$ cat config.mk
export PLATFORM = sky130hd
export DESIGN_NAME = dcache
export DESIGN_NICKNAME = d
export VERILOG_FILES = /design/src/dcache_mem_pkg.sv /design/src/dcache_tlb_pkg.sv /design/src/dcache_if.sv /design/src/dcache.sv /design/src/output_align.sv /design/src/cache_bank.sv /design/src/access_split.sv /design/src/dtlb.sv
export VERILOG_INCLUDE_DIRS = /design/src
export SDC_FILE = /design/constraint.sdc
export NUM_CORES = 2
export LEC_CHECK = 0
export BUFFER_PORTS_ARGS = -buffer_cell sky130_fd_sc_hd__buf_2
export CORE_ASPECT_RATIO = 1.2
export CORE_UTILIZATION = 60
export DETAILED_ROUTE_END_ITERATION = 8
export GPL_TIMING_DRIVEN = 0
export PLACE_DENSITY = 0.76
export SYNTH_ARGS = -nofsm -noshare
export SYNTH_HDL_FRONTEND = slang
export SYNTH_HIERARCHICAL = 1
export SYNTH_SLANG_ARGS = --single-unit
$ cat constraint.sdc
create_clock -name clk -period 13.3 [get_ports clk]
set_input_delay 2.66 -clock clk [delete_from_list [all_inputs] [get_ports clk]]
set_output_delay 2.66 -clock clk [all_outputs]
set_load 0.03 [all_outputs]
$ cat src/dcache_cfg.svh
`ifndef DCACHE_CFG_SVH
`define DCACHE_CFG_SVH

// Address widths
`define DC_VADDR_W        32
`define DC_PADDR_W        15
`define DC_PAGE_OFS_W     12
`define DC_VPN_W          20
`define DC_PPN_W          3

`define DC_TLB_ENTRIES    8

// Bank geometry with line and read word sizes in bytes
`define DC_LINE_BYTES     16
`define DC_SETS_PER_BANK  8
`define DC_WORD_BYTES     8

`endif
$ cat src/dcache_mem_pkg.sv
`default_nettype none
`include "dcache_cfg.svh"

package dcache_mem_pkg;

   localparam int OFFSET_W = $clog2(`DC_LINE_BYTES);
   localparam int INDEX_W  = $clog2(`DC_SETS_PER_BANK);
   // Bank select bit sits between offset and index
   localparam int TAG_W    = `DC_PADDR_W - INDEX_W - 1 - OFFSET_W;

   typedef logic [`DC_PADDR_W-1:0]      paddr_t;
   typedef logic [`DC_LINE_BYTES*8-1:0] line_t;
   typedef logic [`DC_WORD_BYTES*8-1:0] word_t;

   typedef logic [INDEX_W-1:0]  index_t;
   typedef logic [TAG_W-1:0]    tag_t;
   typedef logic [OFFSET_W-1:0] offset_t;

   // Codes 0..3 select 1, 2, 4 or 8 bytes
   typedef logic [1:0] opsize_t;

endpackage

`default_nettype wire

$ cat src/dcache_tlb_pkg.sv
`default_nettype none
`include "dcache_cfg.svh"

package dcache_tlb_pkg;

   typedef logic [`DC_VADDR_W-1:0] vaddr_t;
   typedef logic [`DC_VPN_W-1:0]   vpn_t;
   typedef logic [`DC_PPN_W-1:0]   ppn_t;

   // Entry i sits at bits i*20 +: 20 in both vectors
   typedef logic [`DC_TLB_ENTRIES*`DC_VPN_W-1:0] tlb_vpn_vec_t;
   // Only the low frame bits of each 20-bit slot are used
   typedef logic [`DC_TLB_ENTRIES*`DC_VPN_W-1:0] tlb_ppn_vec_t;

   typedef logic [`DC_TLB_ENTRIES-1:0] tlb_flag_vec_t;

endpackage

`default_nettype wire

$ cat src/dcache_if.sv
`timescale 1ns/10ps
`default_nettype none
`include "dcache_cfg.svh"

// Request strobes for one bank
interface bank_req_if
   import dcache_mem_pkg::*;
();
   logic   rd_valid;
   index_t rd_index;
   tag_t   rd_tag;
   logic   wr_valid;
   index_t wr_index;
   tag_t   wr_tag;
   line_t  wr_line;

   modport split (output rd_valid, rd_index, rd_tag,
                  output wr_valid, wr_index, wr_tag, wr_line);
   modport bank  (input rd_valid, rd_index, rd_tag,
                  input wr_valid, wr_index, wr_tag, wr_line);
endinterface

// What the aligner needs to know about a read in flight
interface rd_meta_if
   import dcache_mem_pkg::*;
();
   logic    valid;
   offset_t offset;
   opsize_t size;
   logic    first_odd;
   logic    two_lines;
   logic    tlb_miss;
   logic    prot_fault;

   modport split (output valid, offset, size, first_odd, two_lines, tlb_miss, prot_fault);
   modport align (input valid, offset, size, first_odd, two_lines, tlb_miss, prot_fault);
endinterface

`default_nettype wire

$ cat src/dcache.sv
`timescale 1ns/10ps
`default_nettype none
`include "dcache_cfg.svh"

module dcache
   import dcache_tlb_pkg::*;
   import dcache_mem_pkg::*;
(
   input  wire logic          clk,
   input  wire logic          arst_n_i,
   input  wire logic          rd_valid_i,
   input  wire vaddr_t        rd_vaddr_i,
   input  wire opsize_t       rd_size_i,
   input  wire logic          wb_valid_i,
   input  wire vaddr_t        wb_vaddr_i,
   input  wire line_t         wb_line_i,
   input  wire tlb_vpn_vec_t  tlb_vp_i,
   input  wire tlb_ppn_vec_t  tlb_pf_i,
   input  wire tlb_flag_vec_t tlb_v_i,
   input  wire tlb_flag_vec_t tlb_p_i,
   input  wire tlb_flag_vec_t tlb_rw_i,
   output logic               rd_valid_o,
   output logic               rd_hit_o,
   output logic               rd_tlb_miss_o,
   output logic               rd_prot_o,
   output word_t              rd_data_o,
   output logic               wb_fault_o
);

   paddr_t rd_paddr;
   paddr_t wb_paddr;
   logic   rd_hit;
   logic   rd_miss;
   logic   wb_hit;
   logic   wb_prot;
   logic   bank_e_hit;
   logic   bank_o_hit;
   line_t  bank_e_line;
   line_t  bank_o_line;

   bank_req_if bank_e_if ();
   bank_req_if bank_o_if ();
   rd_meta_if  meta_if ();

   dtlb rd_tlb (
      .vaddr_i(rd_vaddr_i), .is_write_i(1'b0),
      .vp_i(tlb_vp_i), .pf_i(tlb_pf_i), .v_i(tlb_v_i), .p_i(tlb_p_i), .rw_i(tlb_rw_i),
      .paddr_o(rd_paddr), .hit_o(rd_hit), .miss_o(rd_miss), .prot_o()
   );

   dtlb wb_tlb (
      .vaddr_i(wb_vaddr_i), .is_write_i(1'b1),
      .vp_i(tlb_vp_i), .pf_i(tlb_pf_i), .v_i(tlb_v_i), .p_i(tlb_p_i), .rw_i(tlb_rw_i),
      .paddr_o(wb_paddr), .hit_o(wb_hit), .miss_o(), .prot_o(wb_prot)
   );

   access_split access_split_inst (
      .clk(clk), .arst_n_i(arst_n_i),
      .rd_valid_i(rd_valid_i), .rd_size_i(rd_size_i), .rd_paddr_i(rd_paddr),
      .rd_hit_i(rd_hit), .rd_miss_i(rd_miss),
      .wb_valid_i(wb_valid_i), .wb_paddr_i(wb_paddr), .wb_line_i(wb_line_i),
      .wb_hit_i(wb_hit), .wb_prot_i(wb_prot), .wb_fault_o(wb_fault_o),
      .bank_e(bank_e_if.split), .bank_o(bank_o_if.split), .meta(meta_if.split)
   );

   cache_bank bank_e (
      .clk(clk), .arst_n_i(arst_n_i), .req(bank_e_if.bank),
      .hit_o(bank_e_hit), .line_o(bank_e_line)
   );

   cache_bank bank_o (
      .clk(clk), .arst_n_i(arst_n_i), .req(bank_o_if.bank),
      .hit_o(bank_o_hit), .line_o(bank_o_line)
   );

   output_align output_align_inst (
      .clk(clk), .arst_n_i(arst_n_i),
      .hit_e_i(bank_e_hit), .line_e_i(bank_e_line),
      .hit_o_i(bank_o_hit), .line_o_i(bank_o_line),
      .meta(meta_if.align),
      .rd_valid_o(rd_valid_o), .rd_hit_o(rd_hit_o), .rd_tlb_miss_o(rd_tlb_miss_o),
      .rd_prot_o(rd_prot_o), .rd_data_o(rd_data_o)
   );

endmodule

`default_nettype wire

$ cat src/output_align.sv
`timescale 1ns/10ps
`default_nettype none
`include "dcache_cfg.svh"

module output_align
   import dcache_mem_pkg::*;
(
   input  wire logic  clk,
   input  wire logic  arst_n_i,
   input  wire logic  hit_e_i,
   input  wire line_t line_e_i,
   input  wire logic  hit_o_i,
   input  wire line_t line_o_i,
   rd_meta_if.align   meta,
   output logic       rd_valid_o,
   output logic       rd_hit_o,
   output logic       rd_tlb_miss_o,
   output logic       rd_prot_o,
   output word_t      rd_data_o
);

   logic                        valid_q;
   logic                        miss_q;
   logic                        prot_q;
   offset_t                     offset_q;
   opsize_t                     size_q;
   logic                        first_odd_q;
   logic                        two_lines_q;
   line_t                       lo_line;
   line_t                       hi_line;
   logic [2*`DC_LINE_BYTES*8-1:0] shifted;
   word_t                       byte_mask;
   logic                        line_hit;

   // Same stage as the bank read
   always_ff @(posedge clk or negedge arst_n_i) begin
      if (!arst_n_i) begin
         valid_q <= 1'b0;
         miss_q  <= 1'b0;
         prot_q  <= 1'b0;
      end else begin
         valid_q <= meta.valid;
         miss_q  <= meta.tlb_miss;
         prot_q  <= meta.prot_fault;
      end
   end

   always_ff @(posedge clk) begin
      offset_q    <= meta.offset;
      size_q      <= meta.size;
      first_odd_q <= meta.first_odd;
      two_lines_q <= meta.two_lines;
   end

   // Lower address line first
   assign lo_line  = first_odd_q ? line_o_i : line_e_i;
   assign hi_line  = first_odd_q ? line_e_i : line_o_i;
   assign shifted  = {hi_line, lo_line} >> {offset_q, 3'b000};
   assign line_hit = (first_odd_q ? hit_o_i : hit_e_i)
                  && (!two_lines_q || (first_odd_q ? hit_e_i : hit_o_i));

   always_comb begin
      for (int k = 0; k < `DC_WORD_BYTES; k++) begin
         byte_mask[k*8 +: 8] = (k < (1 << size_q)) ? 8'hff : 8'h00;
      end
   end

   assign rd_valid_o    = valid_q;
   assign rd_tlb_miss_o = valid_q && miss_q;
   assign rd_prot_o     = valid_q && prot_q;
   assign rd_hit_o      = valid_q && !miss_q && !prot_q && line_hit;
   assign rd_data_o     = rd_hit_o ? (shifted[`DC_WORD_BYTES*8-1:0] & byte_mask) : '0;

endmodule

`default_nettype wire

$ cat src/cache_bank.sv
`timescale 1ns/10ps
`default_nettype none
`include "dcache_cfg.svh"

module cache_bank
   import dcache_mem_pkg::*;
(
   input  wire logic clk,
   input  wire logic arst_n_i,
   bank_req_if.bank  req,
   output logic      hit_o,
   output line_t     line_o
);

   line_t                        lines [`DC_SETS_PER_BANK];
   tag_t                         tags  [`DC_SETS_PER_BANK];
   logic [`DC_SETS_PER_BANK-1:0] valid;
   logic                         tag_match;

   assign tag_match = valid[req.rd_index] && (tags[req.rd_index] == req.rd_tag);

   always_ff @(posedge clk or negedge arst_n_i) begin
      if (!arst_n_i) begin
         valid <= '0;
         hit_o <= 1'b0;
      end else begin
         if (req.wr_valid) begin
            valid[req.wr_index] <= 1'b1;
         end
         // Idle cycles report no hit
         hit_o <= req.rd_valid && tag_match;
      end
   end

   // Read sees the array before a write on the same edge
   always_ff @(posedge clk) begin
      if (req.wr_valid) begin
         lines[req.wr_index] <= req.wr_line;
         tags[req.wr_index]  <= req.wr_tag;
      end
      if (req.rd_valid) begin
         line_o <= lines[req.rd_index];
      end
   end

   a_wr_line_known : assert property (@(posedge clk) disable iff (!arst_n_i)
      req.wr_valid |-> !$isunknown(req.wr_line))
      else $error("cache_bank: write of unknown line data at index %0d", req.wr_index);

endmodule

`default_nettype wire

$ cat src/access_split.sv
`timescale 1ns/10ps
`default_nettype none
`include "dcache_cfg.svh"

module access_split
   import dcache_mem_pkg::*;
(
   input  wire logic    clk,
   input  wire logic    arst_n_i,
   input  wire logic    rd_valid_i,
   input  wire opsize_t rd_size_i,
   input  wire paddr_t  rd_paddr_i,
   input  wire logic    rd_hit_i,
   input  wire logic    rd_miss_i,
   input  wire logic    wb_valid_i,
   input  wire paddr_t  wb_paddr_i,
   input  wire line_t   wb_line_i,
   input  wire logic    wb_hit_i,
   input  wire logic    wb_prot_i,
   output logic         wb_fault_o,
   bank_req_if.split    bank_e,
   bank_req_if.split    bank_o,
   rd_meta_if.split     meta
);

   localparam int LINE_ADDR_W = `DC_PADDR_W - OFFSET_W;

   logic                   rd_valid_q;
   logic                   rd_hit_q;
   logic                   rd_miss_q;
   opsize_t                rd_size_q;
   paddr_t                 rd_paddr_q;
   logic                   wb_valid_q;
   paddr_t                 wb_paddr_q;
   line_t                  wb_line_q;
   logic [LINE_ADDR_W-1:0] line_a;
   logic [LINE_ADDR_W-1:0] line_b;
   logic [LINE_ADDR_W-1:0] line_even;
   logic [LINE_ADDR_W-1:0] line_odd;
   logic [OFFSET_W:0]      nbytes;
   logic [OFFSET_W:0]      end_byte;
   logic                   first_odd;
   logic                   two_lines;
   logic                   rd_go;
   logic [`DC_PAGE_OFS_W:0] page_end;

   always_ff @(posedge clk or negedge arst_n_i) begin
      if (!arst_n_i) begin
         rd_valid_q <= 1'b0;
         rd_hit_q   <= 1'b0;
         rd_miss_q  <= 1'b0;
         wb_valid_q <= 1'b0;
         wb_fault_o <= 1'b0;
      end else begin
         rd_valid_q <= rd_valid_i;
         rd_hit_q   <= rd_valid_i && rd_hit_i;
         rd_miss_q  <= rd_valid_i && rd_miss_i;
         // Only clean write-backs reach a bank
         wb_valid_q <= wb_valid_i && wb_hit_i;
         wb_fault_o <= wb_valid_i && (wb_prot_i || !wb_hit_i);
      end
   end

   always_ff @(posedge clk) begin
      rd_size_q  <= rd_size_i;
      rd_paddr_q <= rd_paddr_i;
      wb_paddr_q <= wb_paddr_i;
      wb_line_q  <= wb_line_i;
   end

   // First line and the one after it
   assign line_a    = rd_paddr_q[`DC_PADDR_W-1:OFFSET_W];
   assign line_b    = line_a + 1'b1;
   assign first_odd = line_a[0];
   assign line_even = first_odd ? line_b : line_a;
   assign line_odd  = first_odd ? line_a : line_b;

   assign nbytes    = (OFFSET_W+1)'(1) << rd_size_q;
   assign end_byte  = {1'b0, rd_paddr_q[OFFSET_W-1:0]} + nbytes;
   assign two_lines = end_byte > `DC_LINE_BYTES;
   assign rd_go     = rd_valid_q && rd_hit_q;

   assign bank_e.rd_valid = rd_go && (!first_odd || two_lines);
   assign bank_e.rd_index = line_even[INDEX_W:1];
   assign bank_e.rd_tag   = line_even[LINE_ADDR_W-1:INDEX_W+1];
   assign bank_o.rd_valid = rd_go && (first_odd || two_lines);
   assign bank_o.rd_index = line_odd[INDEX_W:1];
   assign bank_o.rd_tag   = line_odd[LINE_ADDR_W-1:INDEX_W+1];

   // Full-line write-back goes to one bank only
   assign bank_e.wr_valid = wb_valid_q && !wb_paddr_q[OFFSET_W];
   assign bank_o.wr_valid = wb_valid_q && wb_paddr_q[OFFSET_W];
   assign bank_e.wr_index = wb_paddr_q[OFFSET_W+1 +: INDEX_W];
   assign bank_o.wr_index = wb_paddr_q[OFFSET_W+1 +: INDEX_W];
   assign bank_e.wr_tag   = wb_paddr_q[`DC_PADDR_W-1 -: TAG_W];
   assign bank_o.wr_tag   = wb_paddr_q[`DC_PADDR_W-1 -: TAG_W];
   assign bank_e.wr_line  = wb_line_q;
   assign bank_o.wr_line  = wb_line_q;

   assign meta.valid      = rd_valid_q;
   assign meta.offset     = rd_paddr_q[OFFSET_W-1:0];
   assign meta.size       = rd_size_q;
   assign meta.first_odd  = first_odd;
   assign meta.two_lines  = two_lines;
   assign meta.tlb_miss   = rd_miss_q;
   assign meta.prot_fault = rd_valid_q && !rd_hit_q && !rd_miss_q;

   // Second page is never translated
   assign page_end = {1'b0, rd_paddr_i[`DC_PAGE_OFS_W-1:0]}
                   + (`DC_PAGE_OFS_W+1)'(1 << rd_size_i);

   a_no_page_cross : assert property (@(posedge clk) disable iff (!arst_n_i)
      rd_valid_i && rd_hit_i |-> page_end <= (1 << `DC_PAGE_OFS_W))
      else $error("access_split: read at %h crosses a page", rd_paddr_i);

endmodule

`default_nettype wire

$ cat src/dtlb.sv
`timescale 1ns/10ps
`default_nettype none
`include "dcache_cfg.svh"

module dtlb
   import dcache_tlb_pkg::*;
   import dcache_mem_pkg::*;
(
   input  wire vaddr_t        vaddr_i,
   input  wire logic          is_write_i,
   input  wire tlb_vpn_vec_t  vp_i,
   input  wire tlb_ppn_vec_t  pf_i,
   input  wire tlb_flag_vec_t v_i,
   input  wire tlb_flag_vec_t p_i,
   input  wire tlb_flag_vec_t rw_i,
   output paddr_t             paddr_o,
   output logic               hit_o,
   output logic               miss_o,
   output logic               prot_o
);

   vpn_t          vpn;
   tlb_flag_vec_t match;
   tlb_flag_vec_t present;
   ppn_t          frame;

   assign vpn = vaddr_i[`DC_VADDR_W-1:`DC_PAGE_OFS_W];

   // All entries compared in parallel
   always_comb begin
      frame = '0;
      for (int i = 0; i < `DC_TLB_ENTRIES; i++) begin
         match[i] = v_i[i] && (vp_i[i*`DC_VPN_W +: `DC_VPN_W] == vpn);
         if (match[i]) begin
            frame = frame | pf_i[i*`DC_VPN_W +: `DC_PPN_W];
         end
      end
   end

   assign present = match & p_i;
   assign miss_o  = ~|present;
   // Write to a page without RW
   assign prot_o  = is_write_i && |(present & ~rw_i);
   assign hit_o   = !miss_o && !prot_o;
   assign paddr_o = {frame, vaddr_i[`DC_PAGE_OFS_W-1:0]};

   always_comb begin
      assert ($isunknown(match) || $onehot0(match))
         else $error("dtlb: several valid entries match vpn %h", vpn);
   end

endmodule

`default_nettype wire

* Word-level counts from Yosys, hierarchy flattened
Memory sizes are Yosys's and may differ from the RTL's. A register that Yosys moved wholly into a read port is not among the register bits.
Index checks and enable logic that the tools add are counted.
** Word-level totals
- Register bits after elaboration :: 194
- Word-level logic and storage cells :: 178
- Memory bits (read-only) :: 0
- Output and inout bits :: 69
- Bits of input ports :: 542
- Bits in latches :: 0
- Memory bits (writable) :: 2160
- Memories :: 4
** Memories
- bank_e.lines :: words 8, width 128, read ports 1, clocked after Yosys merged registers in 1, write ports 1, line cache_bank.sv:15 : line_t lines [`DC_SETS_PER_BANK];
- bank_o.lines :: words 8, width 128, read ports 1, clocked after Yosys merged registers in 1, write ports 1, line cache_bank.sv:15
- bank_e.tags :: words 8, width 7, read ports 1, clocked after Yosys merged registers in 0, write ports 1, line cache_bank.sv:16 : tag_t tags [`DC_SETS_PER_BANK];
- bank_o.tags :: words 8, width 7, read ports 1, clocked after Yosys merged registers in 0, write ports 1, line cache_bank.sv:16
** Operators by class
- $mul :: 0
- Muxes and demuxes :: 41
- Shifts and indexed selects :: 3
- $lt $le $gt $ge :: 13
- Add/subtract/negate cells :: 2
- Reductions and logical operators :: 56
- Eq/ne operators :: 18
- Divide/modulo/power cells :: 0
- Bitwise logic cells :: 21
** Operators with widths (count)
- equality test 20 bit :: 16
- two-way mux 128 bit :: 2
- right shift 256 x 7 -> 64 bit :: 1
- less-than comparator 4 x 32 -> 1 bit, first input constant :: 4
- AND 64 bit :: 1
- less-than comparator 3 x 32 -> 1 bit, first input constant :: 2
- two-way mux 64 bit :: 1
- two-way mux 8 bit :: 8
- two-way mux 3 bit :: 16
- bitwise OR 3 bit :: 14
- logical AND 1 bit :: 39
- less-than comparator 1 x 32 -> 1 bit, first input constant :: 1
- less-than comparator 2 x 32 -> 1 bit, first input constant :: 1
- left shift 1 x 2 -> 32 bit, first input constant :: 1
- AND 8 bit :: 3
- OR reduction 8 bit :: 3
- two-way mux 11 bit :: 2
- bitwise OR 8 bit :: 2
- equality test 7 bit :: 2
- less-than comparator 3 x 4 -> 1 bit, second input constant :: 3
- adder 11 x 1 -> 11 bit, second input constant :: 1
- zero test 1 bit :: 10
- two-way mux 1 bit :: 9
- inverter 8 bit :: 1
- 7 further kinds :: 11

* Logic depth before layout (Yosys ltp)
- Word-level depth :: 17
- Gate-level depth with buffers :: 10
- Gate-level depth less buffers :: 10

* Hierarchy
Netlist, hierarchy kept.
** By module, submodules not included
- cache_bank :: cells each 1734, sequential area each 36500.0 um2, times used 2, area an instance 44675.3 um2
- output_align :: cells each 1134, sequential area each 235.2 um2, times used 1, area an instance 10506.3 um2
- access_split :: cells each 393, sequential area each 3248.1 um2, times used 1, area an instance 4938.5 um2
- dtlb :: cells each 304, sequential area each 0.0 um2, times used 2, area an instance 2421.1 um2
- dcache :: cells each 2, sequential area each 0.0 um2, times used 1, area an instance 7.5 um2

* Worst setup path before layout
Ideal clock, no wire load.
- Path kind :: reg-to-reg
- From :: reg access_split_inst.wb_paddr_q[6]
- To :: reg bank_o.valid[0]
- Setup time :: 123 ps
- Stages on the path, launching flop included :: 5
- Setup slack :: 2583 ps
- Data arrival time :: 10593 ps
- Data required time :: 13177 ps
- Path buffers :: 1
- Clock period less this slack :: 10717 ps
- Path through :: dfxtp_1 buf_4 nand2b_1 nor3_1 or2_2
** Between the ends
- Longest elaborated chain between the ends :: 5
- Elaborated cells between the ends (all ways) :: 6
- Classes of those cells :: order compare: 2; mux: 2; bitwise: 1; reduce/logical: 1
** Ends and longest elaborated chain
- from (decl) :: line access_split.sv:34 : paddr_t wb_paddr_q;
- from (signal assigned) :: line access_split.sv:67 : wb_paddr_q <= wb_paddr_i;
- less-than comparator 3 x 4 -> 1 bit (not written as such) / greater-or-equal comparator 3 x 1 -> 1 bit (equally long branches) :: line cache_bank.sv:28 : valid[req.wr_index] <= 1'b1;
- logical AND 1 bit (not written as such) :: line cache_bank.sv:28
- two-way mux 1 bit (not written as such) :: line cache_bank.sv:28
- demux 1 bit (select 3 bit) *
- bitwise OR 8 bit (no source line) *
- to (signal assigned) :: line cache_bank.sv:24 : valid <= '0;
- to (signal, indexed assignment) :: line cache_bank.sv:28
- to (decl) :: line cache_bank.sv:17 : logic [`DC_SETS_PER_BANK-1:0] valid;
Mark *: on every way between the ends. The rest lies on a longest branch, timed or not.
A chain may end at the register's enable or synchronous reset.

* Final worst setup path
- From :: reg output_align_inst.offset_q[0]
- To :: out rd_data_o[53]
** Between the ends
- Longest elaborated chain between the ends :: 3
** Ends and longest elaborated chain
- from (decl) :: line output_align.sv:25 : offset_t offset_q;
- from (signal assigned) :: line output_align.sv:49 : offset_q <= meta.offset;
- right shift 256 x 7 -> 64 bit :: line output_align.sv:58 : assign shifted = {hi_line, lo_line} >> {offset_q, 3'b000};
- AND 64 bit :: line output_align.sv:72 : assign rd_data_o = rd_hit_o ? (shifted[`DC_WORD_BYTES*8-1:0] & byte_mask) : '0;
- two-way mux 64 bit :: line output_align.sv:72
- to (decl) :: line dcache.sv:26 : output word_t rd_data_o,
No other way between the ends.

==> metrics.csv <==
stage;metric;value;unit
routing;wl_per_cell;42.8;um
setup_path;cp.arrival;4.94;ns
clocking;clk_latency;0.94;ns
setup_path;setup.worst_path.class;reg -> out;
synthesis;yosys_warnings;6;
floorplanning;dieArea;184000;sq um
layout;drive_gt1_frac;0.365;
floorplanning;die_y;470;um
synthesis;syn_area_per_cell;19.6;sq um
setup_path;crit_buf_inv;5;
place;dp_hpwl;272000;um
flow_run;cap_violations;1;
routing;drt-initial-drc-count;8969;
layout;fin_nets;6946;
setup_path;worstSetupEndpointType;output port;
timing;finalHoldViolCount;0;
worst_hold_path;worstHoldPathType;reg -> reg;
timing;worst_pin_slew;1.51;ns
synthesis;syn-num-nets;6148;
power;power.switching;4120;uW
timing;fmax;0.132;GHz
outcome;violations;capacitance limit, slew limit;
routing;via_per_inst;7.02;
timing;rsz0062_at_grt;false;
timing;clock_skew;0.0781;ns
setup_path;worstSetupStartpoint;output_align_inst/offset_q[0];
power;power;17700;uW
setup_path;worst-path-stages;9;
routing;wirelength;387000;um
setup_path;r2r.worst_path.cells;6;
setup_path;reg2reg_to;bank_e/line_o[45];
power;p_per_area;141;nW/um^2
power;p_int;13600;uW
synthesis;synth_area;110000;sq um
timing;worst_slack;5.70;ns
clocking;cts_tree;built;
place;pre_cts_ws;6.66;ns
floorplanning;rows;171;
global_routing;track_usage;0.422;
power;clkPwrFrac;0.402;
global_routing;grt_pass1_wl;524000;um
floorplanning;num_io_pins;611;
global_routing;grt_max_degree;28;
floorplanning;core_area;181000;sq um
power;power_switching_share;0.233;
setup_path;cp_top_family;compound AO/OA/AOI/OAI gates;
synthesis;synthCells;5599;
setup_path;crit_slowest_cell;o41ai_1;
setup_path;max_stage_delay;1.21;ns
worst_hold_path;hp-start;access_split_inst/meta.tlb_miss;
clocking;numCtsBuffers;227;
place;postPlaceCellArea;117000;sq um
clocking;clockBufferDepth;3;
layout;fin_util;0.693;
setup_path;r2r_start;access_split_inst/rd_paddr_q[4];
global_routing;first_global_vias;63400;
layout;seq_area;76500;sq um
power;seq_power_share;0.511;
timing;finalCritPeriodShare;0.571;
setup_path;critPathMaxFanout;10;
routing;antenna_left;0;
layout;fin_area;126000;sq um
routing;drc_errors;0;
floorplanning;fp.dieW;392;um
setup_path;crit_path_start_kind;flop;
clocking;cts.sinks;2606;
routing;drt-pass1-iter-count;5;
layout;multi_input_area;30000;sq um
clocking;htree_levels;4;
clocking;post_cts_resized;0;
clocking;cts_root_buf;clkbuf_16;
setup_path;cp.required;10.64;ns
clocking;cts_setup_buffers;0;
timing;fin_setup_tns;0;ns
clocking;clkSlewWorstSetupHoldPaths;0.07;ns
place;numPortBuffers;410;
power;comb_power_share;0.087;
setup_path;crit_chain;buf_6, buf_4, buf_4, buf_4, a211oi_1, o41ai_1, a211oi_1, a211oi_1, buf_2;
timing;drv_slew;2;
layout;syn2layout_area_growth;14.6;%
power;ir_drop;147;uV
setup_path;crit_path_end;rd_data_o[53];
routing;vias;63600;
timing;fin_crit;7.60;ns
layout;nFillCells;10600;
floorplanning;start_util;0.605;
place;place_congestion;1.09;
timing;finalSetupViolCount;0;
clocking;hold_buffers;0;
power;p_leak;0.0418;uW
outcome;outcome;finished, violations left;
global_routing;gr-total-overflow;0;
setup_path;ff2ff_setup_slack;8.43;ns
global_routing;antenna_found_initial;53;
timing;worst_slew_margin_rel;-0.0227;
[metrics by stage]
step,cells,hold WS [ns]
floorplan,5599,0.355
global placement,8431,0.361
detailed placement,8589,0.363
CTS,9021,0.416
global route,9038,0.424
finish,9060,0.413
[metal layers]
metal  up-vias  track usage  wire [um]
li1      24300            -          -
met1     33100        0.535     134000
met2      5222        0.664     185000
met3       975        0.112      42900
met4        38        0.238      25700
met5         -     0.000791        312
[power groups by stage]
stage / combinational [uW] / clock (uW) / sequential, uW
2_1_floorplan: 904 / 0 / 9190
3_3_place_gp: 1450 / 0 / 9210
3_5_place_dp: 1480 / 0 / 9220
4_1_cts: 1510 / 7050 / 9040
5_1_grt: 1570 / 7320 / 9040
6_report: 1540 / 7110 / 9040
[flip-flops by register name (all words and copies together), names as in the netlist, 2 cells and up]
name and count:
bank_o/tags 56, access_split_inst/bank_e.wr_line 128, access_split_inst/wb_paddr_q 11, access_split_inst/meta.size 2, bank_o/lines 1024, bank_e/valid 8, bank_o/valid 8, access_split_inst/rd_paddr_q 15
bank_o/line_o 128, bank_e/line_o 128, output_align_inst/offset_q 4, output_align_inst/size_q 2, bank_e/tags 56, bank_e/lines 1024
[worst min path at each step]
| stage | end | slack [ns] | cells past startpoint |
|---|---|---|---|
| after floorplan | output_align_inst/miss_q | 0.35 | 0 |
| final | output_align_inst/miss_q | 0.41 | 0 |
| after CTS | output_align_inst/miss_q | 0.42 | 0 |
| after detailed placement | output_align_inst/miss_q | 0.36 | 0 |
| after global placement | output_align_inst/miss_q | 0.36 | 0 |
| after global routing | output_align_inst/miss_q | 0.42 | 0 |
[placed cells by master (no fill, tap or decap), types with 73 or more instances in the layout]
| cell | instances |
|---|---|
| edfxtp_1 | 2416 |
| mux4_2 | 707 |
| buf_2 | 507 |
| mux2_2 | 328 |
| xnor2_1 | 273 |
| buf_4 | 247 |
| clkbuf_16 | 228 |
| mux2i_1 | 186 |
| nand2_1 | 185 |
| clkbuf_1 | 166 |
| dfxtp_1 | 164 |
| nor2_1 | 86 |
| buf_6 | 76 |
| xor2_1 | 74 |
| buf_12 | 73 |
[cell type report]
class / instances / area share
diodes: 38 / 0.000757
plain buffers: 497 / 0.0253
clock buffers: 317 / 0.0509
clock inverters: 115 / 0.0128
inverters: 17 / 0.000508
multi-input cells: 2479 / 0.239
flip-flops and latches: 2606 / 0.609
well taps: 2422 / 0.0241
repair buffers: 569 / 0.0374
Power figures use the tool's default switching activity.
